File: src/rtl/heap_defs.svh
// heap exerciser defines
`ifndef HEAP_DEFS_SVH
`define HEAP_DEFS_SVH

// log2 of the cell count
// 16 cells, cell 0 is nil so 15 usable
`define HEAP_ADDR_SZ 4

// cell data width
`define CELL_W 16

// external address width, upper bits zero for valid cells
`define HEAP_ADDR_W 16

// log2 of cycles between step pulses
// roughly 22 ms at 48 MHz
`define STEP_LOG2 20

// undefined address
`define HEAP_NIL 16'h0000

`endif

File: src/rtl/heap_pkg.sv
// heap exerciser types
`default_nettype none
`include "heap_defs.svh"

package heap_pkg;

  // one word of cell content, also holds a free-list link
  typedef logic [`CELL_W-1:0] cell_t;

  // one cell address as seen on the request ports
  typedef logic [`HEAP_ADDR_W-1:0] heap_addr_t;

  // step number from the sequencer
  typedef logic [3:0] step_code_t;

  // allocator FSM
  typedef enum logic [1:0] {
    init,      // linking all cells into the free list
    idle,      // accepting requests
    alloc_rd,  // head link on the RAM read port
    alloc_wr   // data into taken cell, head advances
  } alloc_state_t;

endpackage

`default_nettype wire

File: src/rtl/cell_alloc.sv
// free-list heap allocator
`timescale 1ns/1ps
`default_nettype none
`include "heap_defs.svh"

module cell_alloc #(
  parameter int ADDR_SZ = `HEAP_ADDR_SZ  // log2 of cell count
) (
  input  wire                       clk,
  input  wire                       rst_n,
  input  wire                       alloc,     // take a cell from the free list
  input  wire                       free,      // return addr_in to the free list
  input  wire                       rd,        // read cell addr_in
  input  wire                       wr,        // write data_in to cell addr_in
  input  wire heap_pkg::cell_t      data_in,
  input  wire heap_pkg::heap_addr_t addr_in,
  output heap_pkg::heap_addr_t      addr_out,  // allocated cell, nil on failure
  output wire heap_pkg::cell_t      rdata,     // read data, valid with done
  output logic                      done,      // one pulse per operation
  output logic                      ready,
  output logic                      err        // sticky
);

  import heap_pkg::*;

  localparam logic [ADDR_SZ-1:0] LAST_CELL = '1;

  alloc_state_t       state;
  logic [ADDR_SZ-1:0] init_cnt;  // cell being linked during init
  heap_addr_t         head;      // free list head, nil when empty
  cell_t              link_q;    // successor of the taken head
  cell_t              data_q;    // alloc data held while the link is read

  logic [ADDR_SZ-1:0] addr_idx;  // index part of addr_in
  logic               addr_ok;   // in range and not nil
  logic               any_req;

  // RAM ports
  logic               wr_en;
  logic [ADDR_SZ-1:0] waddr;
  cell_t              wdata;
  logic [ADDR_SZ-1:0] raddr;

  assign addr_idx = addr_in[ADDR_SZ-1:0];
  assign addr_ok  = ((addr_in >> ADDR_SZ) == '0) && (addr_idx != '0);
  assign any_req  = alloc | free | rd | wr;
  assign ready    = (state == idle);

  // alloc looks up the head link, rd looks up the user cell
  assign raddr = alloc ? head[ADDR_SZ-1:0] : addr_idx;

  // single write port shared by init, alloc, free and wr
  always_comb begin
    wr_en = 1'b0;
    waddr = head[ADDR_SZ-1:0];  // alloc_wr target
    wdata = data_q;
    case (state)
      init: begin
        wr_en = 1'b1;
        waddr = init_cnt;
        // cell i links to i+1, the last one ends the list
        if (init_cnt == LAST_CELL) begin
          wdata = `HEAP_NIL;
        end else begin
          wdata = cell_t'(init_cnt) + 1'b1;
        end
      end
      alloc_wr: begin
        wr_en = 1'b1;  // alloc data into the taken cell
      end
      idle: begin
        if (!alloc && free && addr_ok) begin
          // freed cell points at the old head, LIFO
          wr_en = 1'b1;
          waddr = addr_idx;
          wdata = cell_t'(head);
        end else if (!alloc && !free && wr && addr_ok) begin
          wr_en = 1'b1;
          waddr = addr_idx;
          wdata = data_in;
        end
      end
      default: begin
        wr_en = 1'b0;
      end
    endcase
  end

  // control FSM
  always_ff @(posedge clk or negedge rst_n) begin
    if (!rst_n) begin
      state    <= init;
      init_cnt <= '0;
      head     <= `HEAP_NIL;
      addr_out <= `HEAP_NIL;
      done     <= 1'b0;
      err      <= 1'b0;
    end else begin
      done <= 1'b0;  // pulse only
      case (state)
        init: begin
          init_cnt <= init_cnt + 1'b1;
          if (init_cnt == LAST_CELL) begin
            state <= idle;
            head  <= heap_addr_t'(1);  // cell 1 heads the fresh list
          end
        end
        idle: begin
          if (alloc) begin
            if (head == `HEAP_NIL) begin
              // heap exhausted, answer nil right away
              done     <= 1'b1;
              addr_out <= `HEAP_NIL;
              err      <= 1'b1;
            end else begin
              state <= alloc_rd;
            end
          end else if (free || rd || wr) begin
            done <= 1'b1;
            if (!addr_ok) begin
              err <= 1'b1;  // nil or out of range
            end else if (free) begin
              head <= addr_in;
            end
          end
        end
        alloc_rd: begin
          // link arrives on rdata now, done lines up with the write
          state    <= alloc_wr;
          done     <= 1'b1;
          addr_out <= head;
        end
        alloc_wr: begin
          state <= idle;
          head  <= heap_addr_t'(link_q);  // pop
        end
        default: begin
          state <= init;
        end
      endcase
      if (any_req && !ready) begin
        err <= 1'b1;  // request while busy
      end
    end
  end

  // payload holding regs
  always_ff @(posedge clk) begin
    if (state == idle && alloc) begin
      data_q <= data_in;
    end
    if (state == alloc_rd) begin
      link_q <= rdata;
    end
  end

  cell_bram #(
    .ADDR_SZ(ADDR_SZ)
  ) bram0 (
    .clk  (clk),
    .wr_en(wr_en),
    .waddr(waddr),
    .wdata(wdata),
    .raddr(raddr),
    .rdata(rdata)
  );

endmodule

`default_nettype wire

File: src/rtl/cell_bram.sv
// heap cell RAM
`timescale 1ns/1ps
`default_nettype none
`include "heap_defs.svh"

module cell_bram #(
  parameter int ADDR_SZ = `HEAP_ADDR_SZ  // log2 of depth
) (
  input  wire                  clk,
  input  wire                  wr_en,   // write strobe
  input  wire [ADDR_SZ-1:0]    waddr,
  input  wire heap_pkg::cell_t wdata,
  input  wire [ADDR_SZ-1:0]    raddr,
  output heap_pkg::cell_t      rdata    // valid one cycle after raddr
);

  import heap_pkg::*;

  localparam int DEPTH = 1 << ADDR_SZ;

  // inferred block RAM
  cell_t mem [DEPTH];

  // write port
  always_ff @(posedge clk) begin
    if (wr_en) begin
      mem[waddr] <= wdata;
    end
  end

  // registered read port
  // same-address write returns the old word
  always_ff @(posedge clk) begin
    rdata <= mem[raddr];
  end

endmodule

`default_nettype wire

File: src/rtl/heap_board_top.sv
// heap board exerciser top
`timescale 1ns/1ps
`default_nettype none
`include "heap_defs.svh"

module heap_board_top #(
  parameter int STEP_LOG2 = `STEP_LOG2,    // small in simulation
  parameter int ADDR_SZ   = `HEAP_ADDR_SZ
) (
  input  wire                       clk,
  input  wire                       rst_n,
  output wire                       led_r,
  output wire                       led_g,
  output wire                       led_b,
  output wire                       op_done,   // allocator done
  output wire heap_pkg::heap_addr_t op_addr,   // allocator addr_out
  output wire heap_pkg::cell_t      op_rdata   // allocator rdata
);

  import heap_pkg::*;

  // sequencer to exerciser
  logic       step;
  step_code_t code;

  // exerciser to allocator
  logic       alloc;
  logic       free;
  logic       rd;
  logic       wr;
  cell_t      data_in;
  heap_addr_t addr_in;

  // allocator status
  logic       ready;
  logic       err;

  step_sequencer #(
    .STEP_LOG2(STEP_LOG2)
  ) seq0 (
    .clk  (clk),
    .rst_n(rst_n),
    .step (step),
    .code (code)
  );

  heap_exerciser #(
    .ADDR_SZ(ADDR_SZ)
  ) exer0 (
    .clk     (clk),
    .rst_n   (rst_n),
    .step    (step),
    .code    (code),
    .ready   (ready),
    .done    (op_done),
    .addr_out(op_addr),
    .rdata   (op_rdata),
    .err     (err),
    .alloc   (alloc),
    .free    (free),
    .rd      (rd),
    .wr      (wr),
    .data_in (data_in),
    .addr_in (addr_in),
    .led_r   (led_r),
    .led_g   (led_g),
    .led_b   (led_b)
  );

  cell_alloc #(
    .ADDR_SZ(ADDR_SZ)
  ) alloc0 (
    .clk     (clk),
    .rst_n   (rst_n),
    .alloc   (alloc),
    .free    (free),
    .rd      (rd),
    .wr      (wr),
    .data_in (data_in),
    .addr_in (addr_in),
    .addr_out(op_addr),
    .rdata   (op_rdata),
    .done    (op_done),
    .ready   (ready),
    .err     (err)
  );

endmodule

`default_nettype wire

File: src/rtl/heap_exerciser.sv
// heap request generator and LED status
`timescale 1ns/1ps
`default_nettype none
`include "heap_defs.svh"

module heap_exerciser #(
  parameter int ADDR_SZ = `HEAP_ADDR_SZ  // log2 of held-cell ring depth
) (
  input  wire                       clk,
  input  wire                       rst_n,
  input  wire                       step,
  input  wire heap_pkg::step_code_t code,
  input  wire                       ready,
  input  wire                       done,
  input  wire heap_pkg::heap_addr_t addr_out,
  input  wire heap_pkg::cell_t      rdata,
  input  wire                       err,
  output logic                      alloc,
  output logic                      free,
  output logic                      rd,
  output logic                      wr,
  output heap_pkg::cell_t           data_in,
  output heap_pkg::heap_addr_t      addr_in,
  output logic                      led_r,  // allocator error
  output logic                      led_g,  // last read matched
  output logic                      led_b   // toggles per operation
);

  import heap_pkg::*;

  localparam int    DEPTH    = 1 << ADDR_SZ;
  localparam cell_t PAT_INIT = 5;
  localparam cell_t PAT_STEP = 13;

  // held cells, oldest at rd_ptr
  heap_addr_t         ring_addr [DEPTH];
  cell_t              ring_data [DEPTH];  // last data written per held cell
  logic [ADDR_SZ-1:0] rd_ptr;
  logic [ADDR_SZ-1:0] wr_ptr;
  logic [ADDR_SZ:0]   count;
  logic [ADDR_SZ-1:0] newest;

  cell_t              pat;       // data pattern
  cell_t              exp_data;  // copy of the value the pending read should return
  logic               pend_alloc;
  logic               pend_rd;

  logic               issue;
  logic               has_cell;
  logic               do_rd;
  logic               do_alloc;
  logic               do_wr;
  logic               do_free;
  logic               push;

  assign newest   = wr_ptr - 1'b1;
  assign has_cell = (count != '0);
  assign issue    = step && ready;

  // op decode from code[1:0], free needs code[3]
  assign do_rd    = issue && (code[1:0] == 2'b00) && has_cell;
  assign do_wr    = issue && (code[1:0] == 2'b10) && has_cell;
  assign do_free  = issue && (code[1:0] == 2'b11) && code[3] && has_cell;
  assign do_alloc = issue && ((code[1:0] == 2'b01) || ((code[1:0] == 2'b11) && !code[3]));

  // nil back from alloc means the heap was full
  assign push = done && pend_alloc && (addr_out != `HEAP_NIL);

  assign led_r = err;

  always_ff @(posedge clk or negedge rst_n) begin
    if (!rst_n) begin
      alloc      <= 1'b0;
      free       <= 1'b0;
      rd         <= 1'b0;
      wr         <= 1'b0;
      pat        <= PAT_INIT;
      rd_ptr     <= '0;
      wr_ptr     <= '0;
      count      <= '0;
      pend_alloc <= 1'b0;
      pend_rd    <= 1'b0;
      led_g      <= 1'b0;
      led_b      <= 1'b0;
    end else begin
      // strobes land in the cycle after step
      alloc <= do_alloc;
      free  <= do_free;
      rd    <= do_rd;
      wr    <= do_wr;
      if (do_alloc || do_wr) begin
        pat <= pat + PAT_STEP;
      end
      // push and pop never share a cycle
      if (push) begin
        wr_ptr <= wr_ptr + 1'b1;
        count  <= count + 1'b1;
      end else if (do_free) begin
        rd_ptr <= rd_ptr + 1'b1;  // drop oldest
        count  <= count - 1'b1;
      end
      if (do_alloc) begin
        pend_alloc <= 1'b1;
      end else if (done) begin
        pend_alloc <= 1'b0;
      end
      if (do_rd) begin
        pend_rd <= 1'b1;
      end else if (done) begin
        pend_rd <= 1'b0;
      end
      if (done) begin
        led_b <= ~led_b;
      end
      if (done && pend_rd) begin
        led_g <= (rdata == exp_data);
      end
    end
  end

  // request payload and ring contents
  always_ff @(posedge clk) begin
    if (do_alloc || do_wr) begin
      data_in <= pat;
    end
    if (do_wr) begin
      addr_in           <= ring_addr[newest];
      ring_data[newest] <= pat;  // remember what was written
    end else if (do_rd || do_free) begin
      addr_in <= ring_addr[rd_ptr];
    end
    if (do_rd) begin
      exp_data <= ring_data[rd_ptr];
    end
    if (push) begin
      ring_addr[wr_ptr] <= addr_out;
      ring_data[wr_ptr] <= data_in;  // alloc data still on data_in
    end
  end

endmodule

`default_nettype wire

File: src/rtl/step_sequencer.sv
// step pulse sequencer
`timescale 1ns/1ps
`default_nettype none
`include "heap_defs.svh"

module step_sequencer #(
  parameter int STEP_LOG2 = `STEP_LOG2  // log2 of cycles per step
) (
  input  wire                  clk,
  input  wire                  rst_n,
  output logic                 step,  // one cycle per period
  output heap_pkg::step_code_t code   // step number, held between pulses
);

  // low bits time the step, top 4 bits number it
  logic [STEP_LOG2+3:0] cnt;
  logic                 at_step;

  // all ones in the low part
  assign at_step = &cnt[STEP_LOG2-1:0];

  always_ff @(posedge clk or negedge rst_n) begin
    if (!rst_n) begin
      cnt  <= '0;
      step <= 1'b0;
      code <= '0;
    end else begin
      cnt  <= cnt + 1'b1;  // free running, wraps after 16 steps
      step <= at_step;
      if (at_step) begin
        code <= cnt[STEP_LOG2+3:STEP_LOG2];  // 0, 1 ... 15
      end
    end
  end

endmodule

`default_nettype wire

File: config.mk
export PLATFORM = sky130hd
export DESIGN_NAME = heap_board_top
export DESIGN_NICKNAME = d
export VERILOG_FILES = /design/src/rtl/heap_pkg.sv /design/src/rtl/cell_alloc.sv /design/src/rtl/cell_bram.sv /design/src/rtl/heap_board_top.sv /design/src/rtl/heap_exerciser.sv /design/src/rtl/step_sequencer.sv
export VERILOG_INCLUDE_DIRS = /design/src /design/src/rtl
export SDC_FILE = /design/constraint.sdc
export NUM_CORES = 2
export LEC_CHECK = 0
export BUFFER_PORTS_ARGS = -buffer_cell sky130_fd_sc_hd__buf_2
export CORE_MARGIN = 4
export CORE_UTILIZATION = 57
export DETAILED_ROUTE_END_ITERATION = 10
export GPL_TIMING_DRIVEN = 0
export HOLD_SLACK_MARGIN = 0.1
export PLACE_DENSITY = 0.76
export REMOVE_ABC_BUFFERS = 1
export SLEW_MARGIN = 20
export SYNTH_ARGS = -nofsm -noshare
export SYNTH_HDL_FRONTEND = slang
export SYNTH_HIERARCHICAL = 1
export SYNTH_SLANG_ARGS = --single-unit
export TNS_END_PERCENT = 1
File: constraint.sdc
create_clock -name clk -period 3.7 [get_ports clk]
set_input_delay 1.11 -clock clk [delete_from_list [all_inputs] [get_ports clk]]
set_output_delay 1.11 -clock clk [all_outputs]
set_load 0.03 [all_outputs]
==> results.txt <==
----------------------------------------------------
[Run status]
  Status ... finished, final reports clean

[Power and ir drop]
  Static Leakage ... 14.7 nW
  Register share of total power ... roughly 55%
  Proportion of total power due to net switching ... 19.2%
  PnR Total Power ... between 20 and 25 mW
  Clk pwr share ... 45.0%
  Internal power of the cells ... 17.3 mW
  Power Density ... 440 nW/um^2
  Net switching power ... 4.09 mW
  Proportion of power drawn by combinational gates ... less than 1%
  Max IR drop VDD ... a little under 0.4 mV

[STA]
  Setup clock skew after layout ... 24.1 ps
  Maximum clock frequency ... 274 MHz
  Slew at the pin closest to its max-slew limit ... 1240 ps
  Rel. slew slack ... 16.8%
  Endpoints failing setup ... 0
  Tcrit/Tclk final ... 98.8%
  Setup repair after global routing missed its margin ... true
  Final max-slew violation count ... 0
  Tmin final ... 3650 ps
  Worst-case hold slack ... 363 ps
  Number of hold violations in the final report ... 0

[Logic synthesis]
  Post-Syn Instances ... 2508
  Post-synthesis instance area ... 43600 um^2
  Avg Inst Size Synth ... 17.4 um^2
  Total of warnings raised by yosys ... 6

[Placed design]
  Port Buffer Count ... 37
  Placer congestion estimate ... between 0.8 and 0.9
  Final HPWL from detailed placement ... 66500 um

[Clock network]
  H-tree Lvls ... 3
  CTS clk-pin slew, worst paths ... 60 ps
  Maximum root-to-sink buffer count ... 3
  Clock root buffer master ... sky130_fd_sc_hd__clkbuf_16
  Clock latency reported for the late side of the worst-skew pair ... 650 ps
  Clk sinks ... 969
  Number of CTS-inserted buffers ... 95
  Post-CTS Hold Fix Bufs ... 0
  TritonCTS clock tree ... built

[Global routing]
  Vias in the first global route ... 24857
  Total global-route track usage ... 26.1%
  Initial antenna violation count ... 1
  Grt total ovfl ... 0
  Wire length of the first global-routing pass ... 159000 um
  Largest net degree at the start of global routing ... 76

[Critical path]
  CP Class ... flip-flop to flip-flop
  Critical path peak fanout ... 30
  Kind of start point of the critical path ... flip-flop
  Element type at the critical path end ... flip-flop
  Startpoint of the most critical register-to-register path ... alloc0/state[1]
  Worst R2R End ... alloc0/bram0/mem[4][1]
  Launch point of the critical path ... alloc0/state[1]
  Worst path required time ... 4070 ps
  Minimum setup slack among reg-to-reg paths ... approximately 46 ps
  Endpoint arrival time on the critical path ... between 4000 and 5000 ps
  R2R cell count ... 10
  Capture point of the critical path ... alloc0/bram0/mem[4][1]

[Route]
  Routed wire length per instance ... just under 30 um
  DR pass1 iterations ... 6
  Vias per cell ... slightly below 7
  Post-route ant nets ... 0
  DRC violation count after routing ... 0
  DRC marker count from the first detailed-route iteration ... 3114
  Detailed-route via count ... between 20000 and 25000
  Total Routed Length ... 106000 um

[Layout]
  Layout cell share with drive strength beyond 1 ... 26.1%
  Final antenna diode count ... 0
  Layout overhead on the synthesized area ... 11.6%
  Fill cell instance count of the final layout ... 4977
  Nets ... about 2500

[Floorplan]
  Core Footprint ... 75800 um^2
  Die height ... 284 um
  Die Width ... 284 um
  Initial core utilization ... 57.4%
  Standard-cell rows ... 101
  Die Outline Area ... roughly 80000 um^2
  Number of placed I/O pins ... 38

[Worst hold path]
  HP Class ... primary input to async pin

[Job]
  Count of maximum capacitance violations ... 0

----------------------------------------------------
## power groups by stage
stage	Clock, mW	Combinational (mW)	Sequential (mW)
after floorplan	0	0.00000511	12.0
after global placement	0	0.0247	12.0
after detailed placement	0	0.0300	12.0
after CTS	9.75	0.0301	11.7
after global routing	10.2	0.0335	11.7
final	9.62	0.0282	11.7
## worst min-delay path by stage
stage                start          end  slack [ps]  cells after the start
4_1_cts              rst_n  exer0/led_b         350                      1
3_3_place_gp   exer0/led_b  exer0/led_b         450                      1
5_1_grt              rst_n  exer0/led_b         370                      1
6_report             rst_n  exer0/led_b         360                      1
2_1_floorplan  seq0/cnt[0]  seq0/cnt[0]         440                      1
3_5_place_dp   exer0/led_b  exer0/led_b         460                      1
## area by class of cell
type                            count  area [um^2]  share of cell area (%)
Clock inverter                     44          502                    1.03
Timing Repair Buffer              101         1230                    2.52
Clock buffer                      131         2590                    5.33
Sequential cell                   969        28400                    58.5
Inverter                           36          173                   0.355
Multi-Input combinational cell   1321        14500                    29.8
Tap cell                          978         1220                    2.52
## layout by cell type, fill, tap and decap left out, types with 25 or more instances in the layout
master / n
sky130_fd_sc_hd__edfxtp_1: 848
sky130_fd_sc_hd__mux2i_1: 51
sky130_fd_sc_hd__a22oi_1: 96
sky130_fd_sc_hd__a21oi_1: 40
sky130_fd_sc_hd__nor2_1: 35
sky130_fd_sc_hd__dfrtp_1: 99
sky130_fd_sc_hd__mux2_1: 196
sky130_fd_sc_hd__mux4_2: 214
sky130_fd_sc_hd__clkbuf_1: 28
sky130_fd_sc_hd__buf_2: 37
sky130_fd_sc_hd__inv_1: 26
sky130_fd_sc_hd__clkbuf_16: 95
sky130_fd_sc_hd__mux2_2: 91
sky130_fd_sc_hd__nand2_1: 126
sky130_fd_sc_hd__xor2_1: 39
sky130_fd_sc_hd__a221oi_1: 25
sky130_fd_sc_hd__xnor2_1: 30
sky130_fd_sc_hd__o21ai_0: 52
## state kept, by name, summed over array words and instances, names as in the netlist, 3 cells and up
name / cells
exer0/ring_data: 256
alloc0/link_q: 16
seq0/code: 3
alloc0/init_cnt: 4
exer0/wr_ptr: 4
seq0/cnt: 24
alloc0/addr_out: 16
exer0/ring_addr: 256
exer0/rd_ptr: 4
alloc0/head: 16
exer0/exp_data: 16
exer0/addr_in: 16
alloc0/bram0/mem: 256
exer0/pat: 16
exer0/data_in: 16
alloc0/data_q: 16
alloc0/bram0/rdata: 16
exer0/count: 5
## timing repair
action                     in CTS  in global routing
gates resized for setup        21                 11
setup buffers                   2                  2
setup endpoints to repair     388                402
pin swaps                       2                  1
## metal layers
metal | wire (um) | share of wire, % | global-route usage (%) | vias to the layer above
met2 | 52600 | 50 | 43.3 | 1381
met5 | 13 | 0.012 | 0 | -
li1 | - | - | - | 10101
met4 | 3490 | 3.3 | 8.55 | 2
met1 | 40300 | 38 | 35.2 | 12621
met3 | 9520 | 9.0 | 5.06 | 256
## per-stage QoR
step                      utilization (%)  TNS [ps]  instance area, um^2  instances  worst slack [ps]
after detailed placement             59.7   -155160                45300       3400              -893
after floorplan                         -   -907140                42600       2326             -3270
after CTS                            63.9     -9810                48500       3577              -202
after global placement               58.0  -3131550                44000       3341             -6210
after global routing                 64.1     -2140                48600       3580              -133
final                                64.1         0                48600       3580              45.6
## worst max-delay path, stage by stage (launching register included)
cell	delay (ps)
sky130_fd_sc_hd__dfrtp_1	410
sky130_fd_sc_hd__inv_1	150
sky130_fd_sc_hd__ha_4	460
sky130_fd_sc_hd__inv_1	290
sky130_fd_sc_hd__nor4_2	450
sky130_fd_sc_hd__a22o_1	180
sky130_fd_sc_hd__a21o_1	140
sky130_fd_sc_hd__nand3b_1	330
sky130_fd_sc_hd__nor3_2	490
sky130_fd_sc_hd__buf_4	300
sky130_fd_sc_hd__buf_6	170
(Power assumes the default switching activity.)
